[src/bpu_defines.svh]
`ifndef BPU_DEFINES_SVH
`define BPU_DEFINES_SVH

// datapath widths
`define BPU_XLEN              32
`define BPU_HIST_LEN          16

// direction predictor tables
`define BPU_BIMODAL_ENTRIES   512
`define BPU_TAGGED_ENTRIES    256   // per tagged table
`define BPU_TAG_WIDTH         10
`define BPU_PARTIAL_TAG_BITS  6     // upper tag bits compared on lookup

// target buffer and return stack
`define BPU_BTB_ENTRIES       256
`define BPU_BTB_TAG_WIDTH     22
`define BPU_RAS_DEPTH         64

// pc bit positions for indexing
`define BPU_BIM_IDX_LSB       1     // bimodal index pc[9:1]
`define BPU_TAG_PC_LSB        8     // tagged table tag pc[17:8]
`define BPU_BTB_IDX_LSB       2     // btb index pc[9:2]

`endif

[src/bpu_pkg.sv]
package bpu_pkg;

    `include "bpu_defines.svh"

    typedef logic [`BPU_XLEN-1:0]     addr_t;
    typedef logic [`BPU_HIST_LEN-1:0] hist_t;
    typedef logic [1:0]               ctr_t;   // 2-bit saturating counter

    // control transfer opcodes
    typedef enum logic [6:0] {
        OPC_BRANCH = 7'b1100011,
        OPC_JAL    = 7'b1101111,
        OPC_JALR   = 7'b1100111
    } opcode_e;

    typedef enum logic [2:0] {
        KIND_OTHER,
        KIND_BRANCH,
        KIND_JAL,
        KIND_JALR,
        KIND_RET
    } inst_kind_e;

    // which table gave the direction
    typedef enum logic [1:0] {
        PROV_BIMODAL = 2'd0,
        PROV_T0      = 2'd1,
        PROV_T1      = 2'd2
    } provider_e;

endpackage

[src/return_stack.sv]
`timescale 1ns/1ps
`include "bpu_defines.svh"

module return_stack (
    input  logic            clk,
    input  logic            rst,
    input  logic            pop_i,
    input  logic            push_valid_i,
    input  bpu_pkg::addr_t  push_data_i,
    input  logic            id_stall_i,
    input  logic            ex_stall_i,
    output logic            nonempty_o,
    output bpu_pkg::addr_t  top_o
);
    import bpu_pkg::*;

    localparam int IDX_W = $clog2(`BPU_RAS_DEPTH);
    localparam int PTR_W = IDX_W + 1;     // counts 0 .. depth

    addr_t            stack_mem [`BPU_RAS_DEPTH];
    logic [PTR_W-1:0] sp;                 // next free slot
    logic [PTR_W-1:0] sp_after_pop;
    logic [PTR_W-1:0] top_ptr;
    logic             do_pop;
    logic             do_push;

    assign do_pop       = pop_i && !ex_stall_i && (sp != '0);
    assign sp_after_pop = do_pop ? sp - PTR_W'(1) : sp;

    // push lands on the slot freed by a same-cycle pop
    assign do_push = push_valid_i && !id_stall_i && !ex_stall_i &&
                     (sp_after_pop < PTR_W'(`BPU_RAS_DEPTH));

    always_ff @(posedge clk or posedge rst) begin
        if (rst) begin
            sp <= '0;
        end else begin
            sp <= sp_after_pop + PTR_W'(do_push);
        end
    end

    always_ff @(posedge clk) begin
        if (do_push) begin
            stack_mem[sp_after_pop[IDX_W-1:0]] <= push_data_i;
        end
    end

    assign top_ptr    = sp - PTR_W'(1);
    assign nonempty_o = (sp != '0);
    assign top_o      = stack_mem[top_ptr[IDX_W-1:0]];   // don't care when empty

endmodule

[config.mk]
export PLATFORM = sky130hd
export DESIGN_NAME = return_stack
export DESIGN_NICKNAME = d
export VERILOG_FILES = /design/src/bpu_pkg.sv /design/src/return_stack.sv
export VERILOG_INCLUDE_DIRS = /design/src
export SDC_FILE = /design/constraint.sdc
export NUM_CORES = 2
export LEC_CHECK = 0
export BUFFER_PORTS_ARGS = -buffer_cell sky130_fd_sc_hd__buf_2
export CORE_AREA = 2 2 501 503
export CTS_CLUSTER_SIZE = 30
export DETAILED_ROUTE_END_ITERATION = 10
export DIE_AREA = 0 0 503 505
export PLACE_DENSITY = 0.48
export REMOVE_ABC_BUFFERS = 1
export SLEW_MARGIN = 20
export SYNTH_ARGS = -nofsm -noshare
export SYNTH_HDL_FRONTEND = slang
export SYNTH_SLANG_ARGS = --single-unit
[constraint.sdc]
create_clock -name clk -period 5.45 [get_ports clk]
set_clock_uncertainty 0.1 [all_clocks]
set_input_delay 0.8175 -clock clk [delete_from_list [all_inputs] [get_ports clk]]
set_output_delay 0.8175 -clock clk [all_outputs]
set_load 0.03 [all_outputs]
==> flow_results.org <==
** Status
- The run finished with clean final reports.

** Placement
- Port buffering added 70 buffers.
- Summing all placed instances gives a cell area of 85800 um^2.
- Dpl hpwl :: 120000 um
- Final RePlAce weighted congestion :: 0.770

** Synthesis
- Synthesis instantiated 52 different standard cells from the library.
- Synth top area cells :: edfxtp_1, mux4_2, mux2i_1
- The synthesized design spends more area on one cell type than any other, namely edfxtp_1.
- The Yosys step of the flow raised 0 warnings.
- Counting flops with a built-in enable in the synthesized netlist gives 2048.
- Share of flip-flops with an asynchronous set or reset :: 0.341%
- List of most frequent post-synthesis cells :: edfxtp_1, mux4_2, mux2i_1
- Synthesis handed over a netlist of 3571 instances.
- Sequential cells were found to cover 77.8% of the synthesized design area.
- Leading cell type by number of instances after synthesis :: edfxtp_1
- Dividing the synthesized area by the synthesized cell count gives 22.2 um^2.
- Share of the synthesized area in the top cell type :: 77.6%
- The synthesized design contains 2055 register bits.
- Among all flip-flop cells after synthesis, the most frequent one is edfxtp_1.
- Post-synth design cell area :: 79300 um^2

** Setup path
- STA classifies the critical path endpoint as a primary output.
- Element type at the critical path start :: register
- The largest individual stage delay along the critical path comes from the cell xnor2_2.
- Worst Path Arrival :: 4.48 ns
- Worst path cell trace :: inv_1 > ha_4 > nor3b_1 > xnor2_2 > buf_4 > nand2_1 > o22ai_1 > a221o_1 > buf_2
- Among cell families on the critical path, the largest total delay comes from compound AO/OA/AOI/OAI gates.
- The worst setup path is of the reg2out kind.
- Buf/Inv on CP :: 3
- Critical path required time :: 4.53 ns
- In this design, the stage delay of the slowest critical-path cell is 0.75 ns.
- In this run the worst path has a maximum fanout of 16.

** Route
- Number of vias per cell after detailed routing :: 5.15
- Count of routing violations after the opening detailed-route iteration :: 3917
- Total wire length after detailed routing :: 217000 um
- The count of nets left with antenna violations once routing finished came out at 0.
- After detailed routing, the average wire length per cell comes to 29.4 um.
- 1st-pass router iterations :: 5
- For this block, the via count after detailed routing is 37937.
- DRC viols :: 0

** Clock tree
- CTS tree :: yes
- Counting the buffers created by CTS gives 211.
- In this run the deepest clock path goes through 3 buffers.
- Clock-pin slew was measured on the worst setup and hold paths at 0.06 ns.
- CTS sink count :: 2055
- Clock insertion delay at the later pin of the skew report :: 0.83 ns
- H-tree levels :: 4
- The cell sitting at the root of the clock tree is a clkbuf_16.

** Power
- Across the VDD grid, the largest voltage drop is 0.610 mV.
- Power comes to 53.7 mW.
- Cell Pwr Density :: 581 nW/um^2
- P_leak :: 28.4 nW

** Layout
- Area of combinational cells with multiple inputs :: 17300 um^2
- Total area of sequential cells :: 61700 um^2
- Area growth from synthesis to layout :: 16.6%
- After routing the design area is 92400 um^2.
- After the last flow step, the layout net total stands at 3911.
- Fraction of final layout cells sized beyond drive strength 1 :: 29.6%
- The layout has 22624 filler cells.

** Floorplan
- Initial Utilization :: 31.9%
- Std cell rows :: 183
- Die width :: 503 um
- Height of the die :: 505 um
- 71 I/O pins were placed.
- After floorplanning, the core was sized to cover 248000 um^2.
- The die covers 254000 um^2.

** STA
- Setup repair after global routing could not meet its margin everywhere.
- Count of endpoints failing hold in the final timing report :: 0
- Setup-failing EPs final :: 0
- Measured against its own limit, the worst slew margin works out to 23.6%.
- The number of pins with negative max-slew slack in the final report is 0.
- Static timing analysis puts the maximum clock frequency at 0.185 GHz.
- For the pin with the worst max-slew slack, the measured transition is 1.15 ns.
- The final critical path takes up 99.1% of the cycle.
- Counting I/O delays and the setup requirement, the final critical path takes 5.40 ns.

** Global routing
- The via count of the first global-routing pass came to 39080.
- Largest net degree at the start of global routing :: 99
- Summed over all layers, the global routing overflow is 0.
- The initial antenna violation count was 15.
- Global-route wire length before repair :: 305000 um
- For this run, the total global-route usage over all layers was measured as 17.0%.

** Job
- Reported max-cap violation count :: 0

** Worst hold path
- In this run the worst hold path is classified as in2reg.
## report_power, final
group          switching [mW]  internal [mW]
clock                    5.95           7.83
combinational            13.6           8.66
sequential              0.109           17.6
## routing by layer
layer	track usage, %	part of all wire (%)	routed length [um]
met1	24.1	45	96400
met2	27.0	48	103000
met3	3.15	5.6	12200
met4	4.14	2.2	4820
met5	0	0.0060	13
## metrics by stage
step / setup TNS [ns] / setup WS [ns] / std cells / util, % / hold slack [ns]
floorplan: - / -28.38 / 3372 / - / 0.508
global placement: 0 / 0.726 / 6983 / 34.5 / 0.559
detailed placement: 0 / 0.723 / 6983 / 34.6 / 0.576
CTS: 0 / 0.00136 / 7367 / 37.2 / 0.340
global route: -0.153 / -0.0741 / 7369 / 37.2 / 0.408
finish: 0 / 0.0515 / 7371 / 37.2 / 0.408
## cell families (layout without fill, tap and decap cells)
family	Yosys count	count (layout)	share of synthesized area, %
compound gates	275	275	2.20
xor+xnor	16	16	0.186
fa+ha+maj	2	2	0.0316
buf+inv	208	674	1.12
flops	2055	2055	77.8
mux	672	672	16.7
other cells	0	4	0
simple gates	343	343	1.97
## sequential cells by signal, summed over array words and instances (netlist names)
register / count
sp: 7
stack_mem: 2048
## repair_timing
item / 4_1_cts / 5_1_grt
buffers inserted: 4 / 0
hold buffers: 1 / 0
pin swaps: 1 / 0
hold endpoints to repair: 7 / 0
gates resized for setup: 7 / 9
setup endpoints to repair: 19 / 11
## layout by cell type (no fill, tap or decap), types with 5 or more instances in the layout
cell type  netlist  layout
edfxtp_1      2048    2048
mux4_2         514     514
clkbuf_16        0     215
buf_4            2     159
mux2i_1        127     127
nand2_1        124     124
a21oi_1        118     108
buf_2           81      65
clkinv_1         2      57
clkbuf_1       103      57
buf_12           0      54
nor2_4           0      49
nor2b_1         48      48
a211oi_1        46      46
nor2_1          91      41
nand3_1         40      40
o22ai_1         36      35
mux2_2          30      30
clkinv_2         0      25
a31oi_1         21      19
nor3_2           2      18
a32oi_1         17      17
a221o_1         15      15
bufinv_16        0      14
a21oi_2          0       9
inv_1            7       7
o21ai_0          6       6
xnor2_1         11       6
inv_6            0       6
xnor2_2          0       5
dfrtp_1          7       5
## worst min-delay path: cells and delay by family
| family | cells | cell delay (ns) |
|---|---|---|
| compound gates | 2 | 0.23 |
| buf+inv | 1 | 0.11 |
| simple gates | 1 | 0.13 |
## final timing paths
path	start	to	slack [ns]	cells past startpoint
max	sp[1]	top_o[13]	0.05	9
min	pop_i	sp[6]	0.41	4
max reg2reg	sp[1]	stack_mem[44][22]	0.94	9
min reg2reg	sp[6]	sp[6]	0.60	2
max in group asynchronous	rst	sp[3]	4.49	3
min in group asynchronous	rst	sp[0]	0.49	3
## area by class of cell
cell class | instances | share of cell area, %
flip-flops and latches | 2055 | 66.7
multi-input cells | 1308 | 18.7
clock buffers | 271 | 6.03
well taps | 3330 | 4.51
repair buffers | 286 | 2.96
clock inverters | 108 | 0.994
inverters | 9 | 0.0366
diodes | 4 | 0.0108
(Power assumes the default switching activity.)
