File: config.mk
export PLATFORM = sky130hd
export DESIGN_NAME = branch_decode
export DESIGN_NICKNAME = d
export VERILOG_FILES = /design/src/bpu_pkg.sv /design/src/branch_decode.sv
export VERILOG_INCLUDE_DIRS = /design/src
export SDC_FILE = /design/constraint.sdc
export NUM_CORES = 1
export LEC_CHECK = 0
export BUFFER_PORTS_ARGS = -buffer_cell sky130_fd_sc_hd__buf_4
export CAP_MARGIN = 20
export CORE_UTILIZATION = 29
export DETAILED_ROUTE_END_ITERATION = 8
export PLACE_DENSITY = 0.85
export SLEW_MARGIN = 20
export SYNTH_ARGS = -nofsm -noshare
export SYNTH_HDL_FRONTEND = slang
export SYNTH_SLANG_ARGS = --single-unit
File: constraint.sdc
create_clock -name vclk -period 2.1
set_clock_uncertainty 0.2 [all_clocks]
set_input_delay 0.525 -clock vclk [all_inputs]
set_output_delay 0.525 -clock vclk [all_outputs]
set_load 0.005 [all_outputs]
File: src/bpu_defines.svh
`ifndef BPU_DEFINES_SVH
`define BPU_DEFINES_SVH

// datapath widths
`define BPU_XLEN              32
`define BPU_HIST_LEN          16

// direction predictor tables
`define BPU_BIMODAL_ENTRIES   512
`define BPU_TAGGED_ENTRIES    256   // per tagged table
`define BPU_TAG_WIDTH         10
`define BPU_PARTIAL_TAG_BITS  6     // upper tag bits compared on lookup

// target buffer and return stack
`define BPU_BTB_ENTRIES       256
`define BPU_BTB_TAG_WIDTH     22
`define BPU_RAS_DEPTH         64

// pc bit positions for indexing
`define BPU_BIM_IDX_LSB       1     // bimodal index pc[9:1]
`define BPU_TAG_PC_LSB        8     // tagged table tag pc[17:8]
`define BPU_BTB_IDX_LSB       2     // btb index pc[9:2]

`endif

File: src/bpu_pkg.sv
package bpu_pkg;

    `include "bpu_defines.svh"

    typedef logic [`BPU_XLEN-1:0]     addr_t;
    typedef logic [`BPU_HIST_LEN-1:0] hist_t;
    typedef logic [1:0]               ctr_t;   // 2-bit saturating counter

    // control transfer opcodes
    typedef enum logic [6:0] {
        OPC_BRANCH = 7'b1100011,
        OPC_JAL    = 7'b1101111,
        OPC_JALR   = 7'b1100111
    } opcode_e;

    typedef enum logic [2:0] {
        KIND_OTHER,
        KIND_BRANCH,
        KIND_JAL,
        KIND_JALR,
        KIND_RET
    } inst_kind_e;

    // which table gave the direction
    typedef enum logic [1:0] {
        PROV_BIMODAL = 2'd0,
        PROV_T0      = 2'd1,
        PROV_T1      = 2'd2
    } provider_e;

endpackage

File: src/branch_decode.sv
`timescale 1ns/1ps
`include "bpu_defines.svh"

module branch_decode (
    input  bpu_pkg::addr_t      inst_i,
    output bpu_pkg::inst_kind_e kind_o,
    output bpu_pkg::addr_t      jal_offset_o,
    output bpu_pkg::addr_t      br_offset_o
);
    import bpu_pkg::*;

    logic [6:0] opcode;
    logic [4:0] rd;
    logic [4:0] rs1;
    logic       link_rs1;
    logic       is_ret;

    assign opcode = inst_i[6:0];
    assign rd     = inst_i[11:7];
    assign rs1    = inst_i[19:15];

    assign link_rs1 = (rs1 == 5'd1) || (rs1 == 5'd5);   // ra or t0
    // jalr x0, 0(ra) style return
    assign is_ret = (rd == 5'd0) && link_rs1 && (inst_i[31:20] == 12'd0);

    always_comb begin
        case (opcode)
            OPC_BRANCH: kind_o = KIND_BRANCH;
            OPC_JAL:    kind_o = KIND_JAL;
            OPC_JALR:   kind_o = is_ret ? KIND_RET : KIND_JALR;
            default:    kind_o = KIND_OTHER;
        endcase
    end

    // j-immediate
    assign jal_offset_o = {{(`BPU_XLEN-20){inst_i[31]}}, inst_i[19:12], inst_i[20],
                           inst_i[30:21], 1'b0};

    // b-immediate
    assign br_offset_o = {{(`BPU_XLEN-12){inst_i[31]}}, inst_i[7], inst_i[30:25],
                          inst_i[11:8], 1'b0};

endmodule

==> results of run 1 <==
[per-stage QoR]
| stage | total power (W) | cells | worst slack, ns |
|---|---|---|---|
| floorplan | 0.0001043 | 81 | 0.02381 |
| global placement | 0.0001650 | 140 | -0.1926 |
| detailed placement | 0.0001678 | 140 | -0.2141 |
| CTS | 0.0001704 | 140 | -0.1941 |
| global route | 0.0001856 | 140 | -0.2228 |
| finish | 0.0001684 | 140 | -0.1902 |
[routing by layer]
layer  part of all wire, %  vias up  track usage [%]  routed length, um
li1                      -      265                -                  -
met1                    30      234            8.884                384
met2                    56       64            26.67                713
met3                    14        0            1.154                181
met4                     0        0                0                  0
met5                     0        -                0                  0
[layout by cell type (no fill, tap or decap)]
cell      netlist  routed
buf_6           0       2
nand3_1         1       1
buf_4          64      96
or4_4           1       1
and4b_1         1       1
nor3_4          0       1
conb_1          1       2
a31oi_1         1       1
nand3b_1        1       1
nor3_1          1       1
nand2b_1        1       1
and4_1          1       1
a21oi_1         1       1
nor4_1          3       3
nor2_1          1       1
and3b_1         1       1
[worst paths after layout]
| path | end | slack, ns |
|---|---|---|
| worst max-delay path | kind_o[2] | -0.19 |
| worst min-delay path | jal_offset_o[12] | 0.85 |
[final cells by class]
class	count	area (um^2)
timing repair buffer	98	743.2
fill	161	925.9
tap	25	31.28
multi-input combinational	17	120.1
[repair_timing]
action                                  4_1_cts  5_1_grt
pin swaps                                     1        1
hold buffers                                  0        0
endpoints found under the setup margin        3        3
gates resized for setup                       3        0
[power breakdown]
part	leakage, nW	total (W)	internal [W]	switching (W)
Sequential	0	0	0	0
Combinational	0.521	0.000168	0.000114	0.0000544
Clock	0	0	0	0
[logic make-up after synthesis]
logic type      Yosys count  synth area share [%]
buf+inv                  64                 81.36
compound gates            2                 1.907
other cells               1                0.6350
simple gates             13                 16.10
==> flow_summary.yaml, run 1 <==
yosys:
  synthTopCellsByArea: "buf_4 81%, nor4_1 3.2%, or4_4 1.9%"
  syn_inst: 80
  synth.top_cell.area_share_pct: 81.36
  yosys_warnings: 0
  yosysMostFrequentCell: "buf_4"
  synth_area_leader_cell: "buf_4"
  netlist_area_um2: 590.6
  ys_types: 15
  yosysSeqAreaShare_pct: 0
  synthTopCellsByCount: "64 x buf_4, 3 x nor4_1"
  syn_avg_cell_area_um2: 7.382
timing:
  rsz0062_at_grt: "yes"
  timing.hold.ws_ns: 0.8500
  setup_tns_ns: -0.4705
  setup_viol: 3
  fin_crit_ns: 2.290
  final_hold_viol_count: 0
  drv_slew: 0
  fmax_ghz: 0.4366
  fin_crit_sh_pct: 109.1
  finalWorstSetupSlack_ns: -0.1902
critical_path:
  slowest_stage: "or4_4"
  critical_path.cell_chain: "buf_6, or4_4, nor3_4, and3b_1, buf_4"
  cp_top_family: "simple AND/OR/NAND/NOR gates"
  startpoint: "inst_i[8]"
  critical_path_buf_inv_count: 2
  crit_cells: 5
  cp.required_ns: 1.37
  cp.arrival_ns: 1.57
  slowest_delay_ns: 0.55
  critPathCaptureType: "output port"
  crit_type: "in2out"
  crit_fanout: 2
  start_kind: "primary input"
cts:
  postCtsSetupBuffers: 0
die:
  die-area_mm2: 0.002221
  core_area_mm2: 0.001821
  die_h_um: 47.13
  die_x_um: 47.13
  start_util_pct: 32.44
  rows: 15
  io-pin-count: 99
global_routing:
  grt_max_degree: 33
  antenna_found_initial: 0
  grt_use_total_pct: 10.83
  grt_first_pass_wirelength_um: 1821
  grt_pass1_vias: 456
  gr-total-overflow: 0
layout:
  drive_above_1_share_pct: 86.96
  post-route-util_pct: 49.14
  n_clock_buffer: 0
  syn_to_final_growth_pct: 51.48
  fin_area_um2: 894.6
  nNetsFinal: 149
  regArea_um2: 0
  antenna_cells: 0
  numSequentialCells: 0
placed_design:
  place.port_buffers: 89
  dpl_cell_area_um2: 880.8
  gp_congestion: 0.7650
drt:
  ant_nets: 0
  drtIter0Drc: 0
  vias_per_cell: 4.021
  post_drt_wl_per_cell_um: 9.136
  drc: 0
  vias: 563
  drt_wl_total_um: 1279
  drtPass1Iterations: 1
run_status:
  outcome: "finished with violations"
  violations: "negative setup slack"
power:
  power_leakage_nw: 0.5207
  vdd_drop_max_mv: 0.1160
  power-per-cell-area_mw_per_mm2: 188.2
hold_path:
  hold_path.class: "in2out"
  worstHoldPathCells: 0
  hold_start: "inst_i[12]"
run:
  maxCapViolCount: 0
Note: power is estimated with default switching activity, not from simulation.
==> inputs of run 2 (changes only) <==
--- a/config.mk
+++ b/config.mk
@@ -8,6 +8,7 @@
 export LEC_CHECK = 0
 export BUFFER_PORTS_ARGS = -buffer_cell sky130_fd_sc_hd__buf_4
 export CAP_MARGIN = 20
+export CORE_MARGIN = 1.5
 export CORE_UTILIZATION = 29
 export DETAILED_ROUTE_END_ITERATION = 8
 export PLACE_DENSITY = 0.85
==> flow_summary.yaml, run 2 (same netlist as run 1, synthesis figures left out) <==
die:
  io-pin-count: 99
  rows: 16
  die-area_mm2: 0.002316
  die_x_um: 48.13
  die_h_um: 48.13
  start_util_pct: 30.41
  core_area_mm2: 0.001942
run_status:
  violations: "negative setup slack"
  outcome: "finished with violations"
critical_path:
  cp.required_ns: 1.37
  startpoint: "inst_i[8]"
  critPathCaptureType: "output port"
  cp.arrival_ns: 1.58
  start_kind: "primary input"
  crit_fanout: 2
  crit_type: "in2out"
timing:
  drv_slew: 0
  timing.hold.ws_ns: 0.8500
  finalWorstSetupSlack_ns: -0.2016
  fin_crit_ns: 2.302
  setup_viol: 3
  fmax_ghz: 0.4345
  final_hold_viol_count: 0
  rsz0062_at_grt: "yes"
  fin_crit_sh_pct: 109.6
power:
  power-per-cell-area_mw_per_mm2: 189.3
  p_total_w: 0.0001698
  power_leakage_nw: 0.5207
  vdd_drop_max_mv: 0.1038
drt:
  drt_wl_total_um: 1391
  post_drt_wl_per_cell_um: 9.796
  drc: 0
  drtIter0Drc: 3
  vias: 569
  ant_nets: 0
  drtPass1Iterations: 2
  vias_per_cell: 4.007
global_routing:
  antenna_found_initial: 0
  grt_pass1_vias: 418
  gr-total-overflow: 0
  grt.met1_usage_pct: 7.912
  grt_max_degree: 33
  grt_use_total_pct: 9.509
  gr-usage-met2_pct: 22.93
  grtUsageMet3_pct: 1.481
  grt_first_pass_wirelength_um: 1642
  grt.busiest_layer: "met2"
run:
  maxCapViolCount: 0
layout:
  final_common_cell: "buf_4"
  numSequentialCells: 0
  antenna_cells: 0
  post-route-util_pct: 46.20
  final_cell_mix: "96 x buf_4, 3 x nor4_1, 2 x conb_1, 2 x buf_6"
  n_clock_buffer: 0
  syn_to_final_growth_pct: 51.91
  drive_above_1_share_pct: 86.96
  regArea_um2: 0
  stdcell_count: 142
  nNetsFinal: 149
placed_design:
  place.port_buffers: 89
  dp_hpwl_um: 1308
  gp_congestion: 0.6759
  dp.cells: 142
hold_path:
  hold_path.class: "in2out"
  hold_start: "inst_i[17]"
cts:
  postCtsSetupBuffers: 0
==> run 2: cell counts in the layout (fill, tap and decap cells not counted) <==
No cell type changed its count.
==> run 2: cell type report <==
type / count / area [um^2]
Fill cell: 174 / 1045
Multi-Input combinational cell: 17 / 120.1
Tap cell: 27 / 33.78
Timing Repair Buffer: 98 / 743.2
==> run 2: where the power goes <==
group          internal (W)  switching, W  total, W
logic              0.000114     0.0000558  0.000170
registers                 0             0         0
clock network             0             0         0
==> run 2: worst paths after layout <==
| path | end | slack (ns) | cells after the start |
|---|---|---|---|
| hold / removal | jal_offset_o[17] | 0.85 | 0 |
| setup / recovery | kind_o[2] | -0.20 | 5 |
==> run 2: layer usage <==
| metal | vias up | routed length (um) |
|---|---|---|
| met5 | - | 0 |
| met1 | 237 | 392 |
| met2 | 68 | 778 |
| met3 | 0 | 221 |
| li1 | 264 | - |
| met4 | 0 | 0 |
==> run 2: critical path: stages <==
cell     delay (ns)
buf_6          0.09
or4_4          0.55
nor3_4         0.14
and3b_1        0.17
buf_4          0.10
==> run 2: repair_timing <==
item / 4_1_cts / 5_1_grt
setup endpoints to repair: 3 / 3
resized for setup: 2 / 1
pin swaps: 1 / 1
hold buffers: 0 / 0
==> run 2: through the flow <==
stage / setup slack, ns / area [um^2] / TNS (ns)
after detailed placement: -0.2030 / 883.3 / -0.4873
after floorplan: 0.02381 / 594.3 / 0
after CTS: -0.1822 / 890.9 / -0.4218
final: -0.2016 / 897.1 / -0.4635
after global placement: -0.1937 / 883.3 / -0.4581
after global routing: -0.2276 / 897.1 / -0.5682
==> inputs of run 3 (changes only) <==
--- a/config.mk
+++ b/config.mk
@@ -6,10 +6,10 @@
 export SDC_FILE = /design/constraint.sdc
 export NUM_CORES = 1
 export LEC_CHECK = 0
+export ABC_AREA = 1
 export BUFFER_PORTS_ARGS = -buffer_cell sky130_fd_sc_hd__buf_4
-export CAP_MARGIN = 20
 export CORE_MARGIN = 1.5
-export CORE_UTILIZATION = 29
+export CORE_UTILIZATION = 30
 export DETAILED_ROUTE_END_ITERATION = 8
 export PLACE_DENSITY = 0.85
 export SLEW_MARGIN = 20
==> flow_summary.yaml, run 3 <==
critical_path:
  crit_type: "in2out"
  startpoint: "inst_i[7]"
  start_kind: "primary input"
  cp.arrival_ns: 1.31
  crit_fanout: 2
  critPathCaptureType: "output port"
  cp.required_ns: 1.37
yosys:
  synthTopCellsByArea: "buf_4 76%, nor2_1 8.3%, nand2_1 6.5%"
  synthTopCellsByCount: "64 x buf_4, 14 x nor2_1, 11 x nand2_1"
  yosys_warnings: 0
  yosysSeqAreaShare_pct: 0
  yosysMostFrequentCell: "buf_4"
  ys_types: 10
  syn_inst: 100
  netlist_area_um2: 631.9
  synth.top_cell.area_share_pct: 76.04
  synth_area_leader_cell: "buf_4"
  syn_avg_cell_area_um2: 6.319
die:
  start_util_pct: 31.88
  io-pin-count: 99
  die-area_mm2: 0.002391
  rows: 16
  core_area_mm2: 0.001982
  die_x_um: 48.90
  die_h_um: 48.90
layout:
  n_clock_buffer: 0
  numSequentialCells: 0
  final_cell_mix: "87 x buf_4, 12 x nor2_1, 9 x nand2_1"
  regArea_um2: 0
  final_common_cell: "buf_4"
  stdcell_count: 154
  drive_above_1_share_pct: 76.38
  syn_to_final_growth_pct: 41.98
  nFillCells: 213
  nNetsFinal: 161
  antenna_cells: 0
timing:
  fin_crit_sh_pct: 97.06
  fmax_ghz: 0.4906
  drv_slew: 0
  fin_crit_ns: 2.038
  setup_viol: 0
  rsz0062_at_grt: "yes"
  setup_tns_ns: 0
  final_hold_viol_count: 0
  finalWorstSetupSlack_ns: 0.06169
global_routing:
  gr-usage-met2_pct: 19.41
  grt_first_pass_wirelength_um: 1952
  grt_max_degree: 31
  antenna_found_initial: 0
  grt.met1_usage_pct: 10.37
  grtUsageMet3_pct: 1.840
  grt_pass1_vias: 490
  grt.busiest_layer: "met2"
  grt_use_total_pct: 9.447
  gr-total-overflow: 0
placed_design:
  pre_cts_ws_ns: 0.01275
  dp_hpwl_um: 1202
  dp.cells: 154
  place.port_buffers: 89
  gp_congestion: 0.5573
drt:
  drt_wl_total_um: 1365
  vias_per_cell: 3.909
  drc: 0
  vias: 602
  ant_nets: 0
  post_drt_wl_per_cell_um: 8.864
  drtIter0Drc: 5
  drtPass1Iterations: 4
hold_path:
  hold_start: "inst_i[17]"
  worstHoldPathCells: 0
  hold_path.class: "in2out"
  min_to: "jal_offset_o[17]"
cts:
  postCtsSetupBuffers: 0
  cts_hold_buf: 0
  cts_resized: 0
power:
  power_leakage_nw: 0.5209
  vdd_drop_max_mv: 0.08967
  power-per-cell-area_mw_per_mm2: 185.3
run_status:
  outcome: "finished clean"
run:
  maxCapViolCount: 0
[run 3: changes by cell type after synthesis, sizes merged, moves of 3 or more]
cell	delta
nor2	+14
nand2	+11
inv	+4
nor4	-3
[run 3: worst max-delay path, cell delays in order]
cell	delay, ns
buf_6	0.09
or2_0	0.21
nor2_1	0.13
nand3_2	0.10
nand2_2	0.07
nand2_1	0.06
buf_4	0.13
[run 3: worst max-delay path by stage]
stage,end,slack (ns),cells past startpoint
floorplan,kind_o[0],0.35,5
detailed placement,kind_o[0],0.01,8
global placement,kind_o[1],0.04,7
finish,kind_o[0],0.06,7
CTS,kind_o[0],0.01,8
global route,kind_o[0],0.0006,8
[run 3: power by group]
part / internal, W / total (W) / switching, W
Clock: 0 / 0 / 0
Sequential: 0 / 0 / 0
Combinational: 0.000108 / 0.000166 / 0.0000584
Total: 0.000108 / 0.000166 / 0.0000584
[run 3: area by class of cell]
class	instances	area (um^2)	area share, %
timing repair buffer	90	686.9	76.57
inverter	4	15.01	1.674
tap	27	33.78	3.766
multi-input combinational	33	161.4	17.99
[run 3: metrics by stage]
step	instance area (um^2)	hold WS [ns]	utilization, %	power (W)
global route	897.1	0.8500	45.27	0.0001791
finish	897.1	0.8500	45.27	0.0001662
floorplan	635.6	0.9308	-	0.0001095
global placement	864.6	0.8500	43.62	0.0001608
CTS	864.6	0.8500	43.62	0.0001634
detailed placement	864.6	0.8500	43.62	0.0001631
[run 3: layer usage]
metal	up-vias	share of wire, %
met1	245	34
met2	66	50
li1	291	-
met3	0	16
met4	0	0
met5	-	0
[run 3: cell families after synthesis]
group | share of synthesized area, %
buffers and inverters | 78.42
other | 0.5935
AND/OR/NAND/NOR | 20.99
