--- src/bpu_defines.svh ---
`ifndef BPU_DEFINES_SVH
`define BPU_DEFINES_SVH

// datapath widths
`define BPU_XLEN              32
`define BPU_HIST_LEN          16

// direction predictor tables
`define BPU_BIMODAL_ENTRIES   512
`define BPU_TAGGED_ENTRIES    256   // per tagged table
`define BPU_TAG_WIDTH         10
`define BPU_PARTIAL_TAG_BITS  6     // upper tag bits compared on lookup

// target buffer and return stack
`define BPU_BTB_ENTRIES       256
`define BPU_BTB_TAG_WIDTH     22
`define BPU_RAS_DEPTH         64

// pc bit positions for indexing
`define BPU_BIM_IDX_LSB       1     // bimodal index pc[9:1]
`define BPU_TAG_PC_LSB        8     // tagged table tag pc[17:8]
`define BPU_BTB_IDX_LSB       2     // btb index pc[9:2]

`endif

--- src/bpu_pkg.sv ---
package bpu_pkg;

    `include "bpu_defines.svh"

    typedef logic [`BPU_XLEN-1:0]     addr_t;
    typedef logic [`BPU_HIST_LEN-1:0] hist_t;
    typedef logic [1:0]               ctr_t;   // 2-bit saturating counter

    // control transfer opcodes
    typedef enum logic [6:0] {
        OPC_BRANCH = 7'b1100011,
        OPC_JAL    = 7'b1101111,
        OPC_JALR   = 7'b1100111
    } opcode_e;

    typedef enum logic [2:0] {
        KIND_OTHER,
        KIND_BRANCH,
        KIND_JAL,
        KIND_JALR,
        KIND_RET
    } inst_kind_e;

    // which table gave the direction
    typedef enum logic [1:0] {
        PROV_BIMODAL = 2'd0,
        PROV_T0      = 2'd1,
        PROV_T1      = 2'd2
    } provider_e;

endpackage

--- src/predict_select.sv ---
`timescale 1ns/1ps

module predict_select (
    input  bpu_pkg::addr_t      pc_i,
    input  bpu_pkg::inst_kind_e kind_i,
    input  bpu_pkg::addr_t      jal_offset_i,
    input  bpu_pkg::addr_t      br_offset_i,
    input  logic                dir_taken_i,
    input  logic                btb_hit_i,
    input  bpu_pkg::addr_t      btb_target_i,
    input  logic                ras_nonempty_i,
    input  bpu_pkg::addr_t      ras_top_i,
    input  logic                push_valid_i,
    input  bpu_pkg::addr_t      push_data_i,
    input  bpu_pkg::inst_kind_e ex_kind_i,
    input  logic                ex_valid_i,
    input  logic                ex_taken_i,
    output logic                is_cti_o,
    output logic                pred_taken_o,
    output bpu_pkg::addr_t      pred_pc_o,
    output logic                ras_pop_o
);
    import bpu_pkg::*;

    addr_t seq_pc;
    addr_t target;
    logic  taken;

    assign seq_pc = pc_i + 32'd4;

    always_comb begin
        taken  = 1'b0;
        target = seq_pc;
        case (kind_i)
            KIND_BRANCH: begin
                taken  = dir_taken_i;
                target = btb_hit_i ? btb_target_i : pc_i + br_offset_i;
            end
            KIND_JAL: begin
                taken  = 1'b1;
                target = btb_hit_i ? btb_target_i : pc_i + jal_offset_i;
            end
            KIND_RET: begin
                if (push_valid_i) begin      // call in decode right now, bypass
                    taken  = 1'b1;
                    target = push_data_i;
                end else if (ras_nonempty_i) begin
                    taken  = 1'b1;
                    target = ras_top_i;
                end
            end
            KIND_JALR: begin
                taken  = btb_hit_i;          // no way to guess without btb
                target = btb_target_i;
            end
            default: begin
                taken  = 1'b0;
                target = seq_pc;
            end
        endcase
    end

    assign is_cti_o     = (kind_i != KIND_OTHER);
    assign pred_taken_o = taken;
    assign pred_pc_o    = taken ? target : seq_pc;

    // executed return, stall and empty checks live in the stack
    assign ras_pop_o = ex_valid_i && ex_taken_i && (ex_kind_i == KIND_RET);

endmodule

--- config.mk ---
export PLATFORM = sky130hd
export DESIGN_NAME = predict_select
export DESIGN_NICKNAME = d
export VERILOG_FILES = /design/src/bpu_pkg.sv /design/src/predict_select.sv
export VERILOG_INCLUDE_DIRS = /design/src
export SDC_FILE = /design/constraint.sdc
export NUM_CORES = 1
export LEC_CHECK = 0
export ABC_CLOCK_PERIOD_IN_PS = 2900
export BUFFER_PORTS_ARGS = -buffer_cell sky130_fd_sc_hd__buf_2
export CELL_PAD_IN_SITES_DETAIL_PLACEMENT = 1
export CELL_PAD_IN_SITES_GLOBAL_PLACEMENT = 2
export CORE_UTILIZATION = 26
export DETAILED_ROUTE_END_ITERATION = 7
export GPL_TIMING_DRIVEN = 0
export PLACE_DENSITY = 0.88
export SYNTH_ARGS = -nofsm -noshare
export SYNTH_HDL_FRONTEND = slang
export SYNTH_SLANG_ARGS = --single-unit
export TNS_END_PERCENT = 20
--- constraint.sdc ---
create_clock -name vclk -period 2.9
set_input_delay 0.145 -clock vclk [all_inputs]
set_output_delay 0.145 -clock vclk [all_outputs]
set_load 0.02 [all_outputs]
==> metrics.md, run 1 <==
| Metric | Value |
|---|---|
| Status | `finished with violations` |
| Die H | `147.4 µm` |
| Syn Nets | `1100` |
| Clock buffer count | `0` |
| Post-Synth XOR/XNOR Area | `0.1132` |
| Failing checks | `negative setup slack` |
| Initial Util | `0.2681` |
| Final worst setup slack | `-0.1867 ns` |
| # DRC | `0` |
| Die Wd | `147.4 µm` |
| Iter 0 DRT Violations | `504` |
| Adder-cell share of the synthesized area | `0.1507` |
| Routed vias | `7908` |
| Layout cell share with drive strength beyond 1 | `0.3389` |
| Critical Path End | `pred_pc_o[30]` |
| Syn Area/Cell | `6.613 µm²` |
| Overflow after GRT | `0` |
| Worst VDD drop | `0.1209 mV` |
| RSZ-0062 raised after global routing | `true` |
| Routed len/inst | `23.05 µm` |
| Slew Limit Fails | `0` |
| Setup Viol. Count Final | `13` |
| Nets | `1357` |
| Rel. slew slack | `0.3764` |
| Row cnt | `52` |
| Die area | `0.02172 mm²` |
| First-pass GRT wire length | `45850 µm` |
| Worst setup path start | `pc_i[0]` |
| Crit Path Max Fanout | `4` |
| Tmin final | `3.087 ns` |
| Detail Route Antenna Nets | `0` |
| Area contributors post-synth | `ha_1 14%, a21oi_1 8.4%, o21ai_0 6.3%` |
| Max-cap check violation count | `0` |
| PD cells | `225.8 mW/mm²` |
| Worst endpoint required time | `2.76 ns` |
| Overall Power | `1.767 mW` |
| Sequential cell area | `0 µm²` |
| Seq cells | `0` |
| Slowest stage delay, CP | `0.56 ns` |
| Final Hold Vio Count | `0` |
| Largest family of logic cells by synthesized area | `compound AO/OA/AOI/OAI gates` |
| Final period utilization | `1.064` |
| Synth top cells by count | `92 x a21oi_1, 90 x nand2_1, 83 x nor2_1` |
| Vias in the first global route | `7810` |
| Port Buf Inserts | `236` |
| Final WL | `31310 µm` |
| Slowest-stage cell, CP | `o41a_4` |
| Crit end category | `primary output` |
| Register area share after synthesis | `0` |
| LEAKAGE | `3.338 nW` |
| Hpwl dp | `25100 µm` |
| Largest area contributor in the netlist | `ha_1` |
| Crit path arrival time | `2.94 ns` |
| GRT Util Overall | `0.2743` |
| Compound-Gate Fraction of Synth Area | `0.4265` |
| Fin Setup TNS | `-0.9557 ns` |
| Synth-to-layout area growth | `42.37%` |
| Pin count of the biggest net entering global routing | `11` |
| Critical path type | `in2out` |
| Most frequent cell after synthesis | `a21oi_1` |
| First-pass DRT Iterations | `5` |
| Synth Instances | `831` |
| IO Pins | `239` |
| Dpl cell area | `0.007014 mm²` |
| Initial antenna violation count | `3` |
| Slew @ Worst Pin | `0.9354 ns` |
| Core Region | `0.02049 mm²` |
| Top cell type's share of synthesized area | `0.1434` |
| Yosys warns | `0` |
| Hold buffers post-CTS | `0` |
| Fmax achieved | `324.0 MHz` |
| Place WS | `-0.6566 ns` |
| Post-synthesis mux area share | `0.02026` |
| Vias/cell | `5.823` |
| Hold Path Class | `in2out` |
| Synth unique cells | `81` |
| Startpoint Class | `input pin` |
| Multi-input logic area | `0.005819 mm²` |
| Post-Synth Simple-Gate Area | `0.2432` |
| Post-layout instance area | `0.007824 mm²` |
| Area of the mapped netlist | `0.005495 mm²` |
| Fillers | `2656` |
| Crit path cell chain | `buf_8, ha_4, inv_2, fa_2, nor2b_4, o31ai_4, a21o_2, a21oi_4, o41a_4, a211oi_4, o31a_1, o21ai_1, a32oi_1, buf_4` |
| Routability congestion estimate | `0.9361` |
## routing by layer
layer / GRT usage / share of wire
met2: 0.4540 / 0.45
met5: 0 / 0
met3: 0.02130 / 0.068
met4: 0.06134 / 0.030
met1: 0.3851 / 0.46
## layout by cell type (no fill, tap or decap), types with 6 or more instances in the layout
| cell type | netlist | routed |
|---|---|---|
| a21o_1 | 22 | 22 |
| a21oi_1 | 92 | 88 |
| a221o_1 | 7 | 7 |
| a221oi_1 | 17 | 14 |
| a222oi_1 | 9 | 9 |
| a22oi_1 | 8 | 8 |
| and3_1 | 13 | 13 |
| buf_2 | 0 | 220 |
| buf_4 | 1 | 30 |
| clkbuf_1 | 28 | 19 |
| clkbuf_2 | 0 | 8 |
| ha_1 | 63 | 45 |
| ha_4 | 0 | 14 |
| inv_1 | 19 | 16 |
| mux2i_1 | 10 | 10 |
| nand2_1 | 90 | 86 |
| nand2b_1 | 6 | 6 |
| nand3_1 | 21 | 19 |
| nand4_1 | 14 | 14 |
| nor2_1 | 83 | 81 |
| nor3_1 | 19 | 16 |
| o211ai_1 | 9 | 9 |
| o21a_1 | 13 | 13 |
| o21ai_0 | 69 | 58 |
| o21ai_1 | 3 | 8 |
| o21ai_2 | 1 | 6 |
| o22ai_1 | 12 | 12 |
| xnor2_1 | 38 | 37 |
| xor2_1 | 33 | 31 |
## power by group
part / internal [mW] / leakage (nW) / total [mW] / switching, mW
registers: 0 / 0 / 0 / 0
logic: 0.711 / 3.34 / 1.77 / 1.06
clock network: 0.0000000922 / 0.0000127 / 0.0000000922 / 0
total: 0.711 / 3.34 / 1.77 / 1.06
## critical path, delay by kind of cell
kind / cells / cell delay (ns)
compound gates: 8 / 1.97
simple gates: 1 / 0.06
buf+inv: 3 / 0.35
fa+ha+maj: 2 / 0.39
## metrics by stage
stage               cells    util  hold WS, ns
CTS                  1348  0.3615       0.6659
global route         1358  0.3817       0.6756
finish               1358  0.3817       0.6624
detailed placement   1337  0.3422       0.6659
floorplan             831       -       0.4186
global placement     1337  0.3422       0.6568
## how the worst min path moves through the flow
stage,from,to,slack [ns],depth (start not counted)
after floorplan,pc_i[2],pred_pc_o[2],0.42,1
after global placement,ex_taken_i,ras_pop_o,0.66,3
after detailed placement,ex_taken_i,ras_pop_o,0.67,3
after CTS,ex_taken_i,ras_pop_o,0.67,3
after global routing,ex_taken_i,ras_pop_o,0.68,3
final,ex_taken_i,ras_pop_o,0.66,3
## cell type report
| type | count | share of cell area |
|---|---|---|
| diodes | 2 | 0.0006397 |
| inverters | 20 | 0.009595 |
| well taps | 270 | 0.04318 |
| repair buffers | 257 | 0.1796 |
| plain buffers | 34 | 0.02319 |
| multi-input cells | 775 | 0.7438 |
## kinds of logic (layout without fill, tap and decap cells)
family	after synthesis	count (layout)
AOI/OAI and AO/OA	344	344
and+or+nand+nor	284	284
xor gates and xnor gates	71	71
adders and majority gates	65	65
buffers and inverters	56	311
muxes	11	11
other	0	2
## repair_timing
| item | 4_1_cts | 5_1_grt |
|---|---|---|
| buffers inserted | 12 | 9 |
| pin swaps | 40 | 38 |
| setup endpoints to repair | 30 | 29 |
| resized for setup | 68 | 75 |
Note: power is estimated with default switching activity, not from simulation.
==> run 2: changes to the inputs <==
==> constraint.sdc (replaced) <==
create_clock -name vclk -period 2.9
set_input_delay 0.29 -clock vclk [all_inputs]
set_output_delay 0.29 -clock vclk [all_outputs]
set_load 0.02 [all_outputs]
==> metrics.md, run 2 (synthesized netlist as in run 1, its figures left out) <==
| Metric | Value |
|---|---|
| Status | `finished with violations` |
| Failing checks | `negative setup slack` |
| Startpoint Class | `input pin` |
| Final worst setup slack | `-0.4712 ns (-0.2845 ns)` |
| Tmin final | `3.371 ns (+0.2845 ns)` |
| Fillers | `2665 (+0.34%)` |
| Die H | `147.4 µm (unchanged)` |
| # DRC | `0 (unchanged)` |
| Max-cap check violation count | `0 (unchanged)` |
| Hold Path Class | `in2out` |
| Hold buffers post-CTS | `0 (unchanged)` |
| Vias in the first global route | `8028 (+2.8%)` |
| Final Hold Vio Count | `0 (unchanged)` |
| Worst endpoint required time | `2.61 ns (-0.15 ns)` |
| IO Pins | `239 (unchanged)` |
| Overflow after GRT | `0 (unchanged)` |
| Hold_ws | `0.9518 ns (+0.2894 ns)` |
| Core Region | `0.02049 mm² (unchanged)` |
| Pin count of the biggest net entering global routing | `11 (unchanged)` |
| Setup Viol. Count Final | `25 (+12)` |
| RSZ-0062 raised after global routing | `true` |
| Port Buf Inserts | `236 (unchanged)` |
| Die area | `0.02172 mm² (unchanged)` |
| Initial Util | `0.2681 (unchanged)` |
| Clock buffer count | `0 (unchanged)` |
| Crit end category | `primary output` |
| Row cnt | `52 (unchanged)` |
| First-pass GRT wire length | `46420 µm (+1.2%)` |
| Routability congestion estimate | `0.9102 (-2.8%)` |
| Most frequent cells in the layout | `219 x buf_2, 89 x nand2_1, 86 x a21oi_1` |
| Crit Path Max Fanout | `5 (+1)` |
| Commonest non-fill, non-tap cell in the layout | `buf_2` |
| Nets | `1358 (+0.074%)` |
| Place WS | `-0.8817 ns (-0.2251 ns)` |
| Rel. slew slack | `0.4021 (+0.02566)` |
| GRT Util Overall | `0.2767 (+0.002394)` |
| Layout cell share with drive strength beyond 1 | `0.3441 (+0.005208)` |
| Final WL | `31340 µm (about the same)` |
| Crit path arrival time | `3.08 ns (+0.14 ns)` |
| Synth-to-layout area growth | `43.42%` |
| Hpwl dp | `25020 µm (-0.31%)` |
| Routed len/inst | `23.07 µm (about the same)` |
| Seq cells | `0 (unchanged)` |
| Die Wd | `147.4 µm (unchanged)` |
| Critical path type | `in2out` |
| Sequential cell area | `0 µm² (unchanged)` |
| Initial antenna violation count | `1 (-2)` |
| Iter 0 DRT Violations | `567 (+13%)` |
| Fmax achieved | `296.6 MHz (-8.4%)` |
| Detail Route Antenna Nets | `0 (unchanged)` |
| Routed vias | `7945 (+0.47%)` |
| Util after Layout | `0.3846 (+0.002808)` |
| Slew Limit Fails | `0 (unchanged)` |
| First-pass DRT Iterations | `5 (unchanged)` |
| Slew @ Worst Pin | `0.8969 ns (-0.03849 ns)` |
| Vias/cell | `5.851 (+0.47%)` |
| Final period utilization | `1.162 (+0.09811)` |
| Fin Setup TNS | `-6.741 ns (-5.785 ns)` |
run 2: cell count changes in the layout (fill, tap and decap cells not counted), moves of 4 or more:
cell | previous run | this run
a221oi_1 | 14 | 10
o21ai_1 | 8 | 13
o21ai_0 | 58 | 52
a221oi_2 | 2 | 7
ha_1 | 45 | 49
nand2_2 | 4 | 0
buf_6 | 5 | 9
run 2: area by class of cell:
type | count | area [µm²] | area share
tap | 270 | 337.8 | 0.04286
timing repair buffer | 258 | 1468 | 0.1862
multi-input combinational | 775 | 5809 | 0.7371
inverter | 20 | 78.83 | 0.01000
buffer | 34 | 185.2 | 0.02350
antenna | 1 | 2.502 | 0.0003175
run 2: path summary, 6_finish.rpt:
path                       start  cells past startpoint            end
worst min-delay path  ex_taken_i                      3      ras_pop_o
worst max-delay path     pc_i[0]                     15  pred_pc_o[26]
run 2: metrics by stage:
stage          instance area, µm²  std cells
6_report                     7881       1358
2_1_floorplan                5517        831
3_3_place_gp                 7036       1337
4_1_cts                      7641       1351
5_1_grt                      7879       1357
3_5_place_dp                 7036       1337
run 2: what timing repair did:
action / 4_1_cts / 5_1_grt
setup buffers: 16 / 7
gates resized for setup: 118 / 40
pin swaps: 46 / 22
gates cloned: 0 / 0
endpoints found under the setup margin: 33 / 29
run 2: critical path, cell delays in order:
cell      delay [ns]
buf_8           0.10
ha_4            0.17
inv_2           0.05
fa_2            0.19
and2b_1         0.20
o211ai_1        0.30
a31oi_2         0.13
buf_4           0.17
a31o_4          0.24
a31o_4          0.26
a311oi_4        0.30
or4_1           0.15
nand2_1         0.07
o31a_1          0.30
buf_6           0.15
run 2: metal layers:
layer  up-vias  share of wire  global-route usage
met3        47          0.077             0.03364
li1       3716              -                   -
met5         -              0                   0
met2       356           0.45              0.4519
met1      3826           0.45              0.3782
met4         0          0.028             0.08351
==> run 3: changes to the inputs <==
--- a/config.mk
+++ b/config.mk
@@ -6,7 +6,7 @@
 export SDC_FILE = /design/constraint.sdc
 export NUM_CORES = 1
 export LEC_CHECK = 0
-export ABC_CLOCK_PERIOD_IN_PS = 2900
+export ABC_CLOCK_PERIOD_IN_PS = 3700
 export BUFFER_PORTS_ARGS = -buffer_cell sky130_fd_sc_hd__buf_2
 export CELL_PAD_IN_SITES_DETAIL_PLACEMENT = 1
 export CELL_PAD_IN_SITES_GLOBAL_PLACEMENT = 2
==> constraint.sdc (replaced) <==
create_clock -name vclk -period 3.7
set_input_delay 0.37 -clock vclk [all_inputs]
set_output_delay 0.37 -clock vclk [all_outputs]
set_load 0.05 [all_outputs]
==> metrics.md, run 3 (synthesized netlist as in run 1, its figures left out) <==
| Metric | Value |
|---|---|
| Slowest stage delay, CP | `0.43 ns (+0.13 ns)` |
| First-pass GRT wire length | `45710 µm (-1.5%)` |
| Iter 0 DRT Violations | `728 (+28%)` |
| Rel. slew slack | `0.3383 (-0.06380)` |
| First-pass DRT Iterations | `5 (unchanged)` |
| PD cells | `193.2 mW/mm²` |
| Worst VDD drop | `0.08379 mV` |
| Sequential cell area | `0 µm² (unchanged)` |
| Die H | `147.4 µm (unchanged)` |
| Crit path cell chain | `buf_2, ha_2, inv_1, fa_2, and2b_1, o211ai_1, buf_4, a31oi_4, a31o_4, a31o_4, a311oi_2, or4_1, nand2_1, o31a_1, buf_6` |
| Top delay family on crit path | `compound AO/OA/AOI/OAI gates` |
| Detail Route Antenna Nets | `0 (unchanged)` |
| Initial Util | `0.2681 (unchanged)` |
| Routability congestion estimate | `0.9462 (+4.0%)` |
| Final period utilization | `0.9998` |
| Nets | `1348 (-0.74%)` |
| Final WL | `30630 µm (-2.3%)` |
| Setup Viol. Count Final | `0 (-100%)` |
| Vias in the first global route | `7847 (-2.3%)` |
| Seq cells | `0 (unchanged)` |
| Worst endpoint required time | `3.33 ns (+0.72 ns)` |
| Initial antenna violation count | `2 (+1)` |
| Commonest non-fill, non-tap cell in the layout | `buf_2` |
| Crit path arrival time | `3.33 ns (+0.25 ns)` |
| Crit path top cell by count | `a31o_4` |
| Dpl cells | `1337 (unchanged)` |
| Crit Path Max Fanout | `5 (unchanged)` |
| # DRC | `0 (unchanged)` |
| Most frequent cells in the layout | `223 x buf_2, 90 x nand2_1, 90 x a21oi_1` |
| Port Buf Inserts | `236 (unchanged)` |
| Clock buffer count | `0 (unchanged)` |
| Die area | `0.02172 mm² (unchanged)` |
| Post-Layout Cell Count | `1348 (-0.74%)` |
| Routed len/inst | `22.72 µm (-1.5%)` |
| Synth-to-layout area growth | `34.02%` |
| Dpl cell area | `0.007022 mm² (-0.20%)` |
| Max-cap check violation count | `0 (unchanged)` |
| Fmax achieved | `270.3 MHz` |
| IO Pins | `239 (unchanged)` |
| RSZ-0062 raised after global routing | `true` |
| Pin count of the biggest net entering global routing | `11 (unchanged)` |
| Overall Power | `1.423 mW` |
| Vias/cell | `5.812 (-0.67%)` |
| GRT Util Overall | `0.2726 (-0.004123)` |
| Final Hold Vio Count | `0 (unchanged)` |
| Routed vias | `7834 (-1.4%)` |
| Core Region | `0.02049 mm² (unchanged)` |
| Post-layout instance area | `0.007365 mm² (-6.6%)` |
| Tmin final | `3.699 ns` |
| Worst Path Buf+Inv | `4 (unchanged)` |
| Util after Layout | `0.3593 (-0.02521)` |
| Startpoint Class | `input pin` |
| Layout cell share with drive strength beyond 1 | `0.2897 (-0.05437)` |
| LEAKAGE | `3.236 nW` |
| Slowest-stage cell, CP | `or4_1` |
| Hold Path Class | `in2out` |
| Status | `finished clean` |
| Crit end category | `primary output` |
| Critical path type | `in2out` |
| Overflow after GRT | `0 (unchanged)` |
| Hpwl dp | `25090 µm (+0.30%)` |
| Slew @ Worst Pin | `0.9926 ns (+0.09570 ns)` |
| Slew Limit Fails | `0 (unchanged)` |
| Die Wd | `147.4 µm (unchanged)` |
| Hold buffers post-CTS | `0 (unchanged)` |
| Row cnt | `52 (unchanged)` |
[run 3: changes by cell type in the layout (fill, tap and decap cells not counted), sizes merged]
cell | before | now
clkbuf | 30 | 35
buf | 262 | 247
inv | 18 | 19
clkinvlp | 1 | 0
[run 3: metrics by stage]
step	setup WS, ns	hold WS [ns]	TNS [ns]
after floorplan	-0.07027	1.018	-0.07027
after global placement	-0.4185	1.160	-3.969
after detailed placement	-0.4418	1.170	-4.054
after CTS	-0.07607	1.173	-0.07607
after global routing	-0.1333	1.180	-0.6994
final	0.0006677	1.172	0
[run 3: final timing paths]
path,start,end,slack [ns],cells after the start
setup / recovery,pc_i[0],pred_pc_o[26],0.0007,15
hold / removal,ex_taken_i,ras_pop_o,1.17,3
[run 3: layout make-up]
| type | count | area [µm²] |
|---|---|---|
| Antenna cell | 1 | 2.502 |
| Timing Repair Buffer | 246 | 1304 |
| Tap cell | 270 | 337.8 |
| Multi-Input combinational cell | 775 | 5461 |
| Fill cell | 2707 | 13130 |
| Buffer | 36 | 183.9 |
| Inverter | 20 | 75.07 |
[run 3: per-layer routing]
layer | part of all wire | global-route usage
met1 | 0.46 | 0.3798
met2 | 0.45 | 0.4446
met3 | 0.066 | 0.02593
met4 | 0.028 | 0.07526
met5 | 0 | 0
[run 3: what timing repair did]
item,CTS,global route
pin swaps,6,19
endpoints found under the setup margin,18,23
gates resized for setup,26,48
buffers inserted,3,7
[run 3: where the power goes]
| part | switching [mW] | internal (mW) | leakage [nW] | total [mW] |
|---|---|---|---|---|
| sequential | 0 | 0 | 0 | 0 |
| combinational | 0.905 | 0.518 | 3.24 | 1.42 |
| clock | 0 | 0.0000000362 | 0.00000634 | 0.0000000362 |
| total | 0.905 | 0.518 | 3.24 | 1.42 |
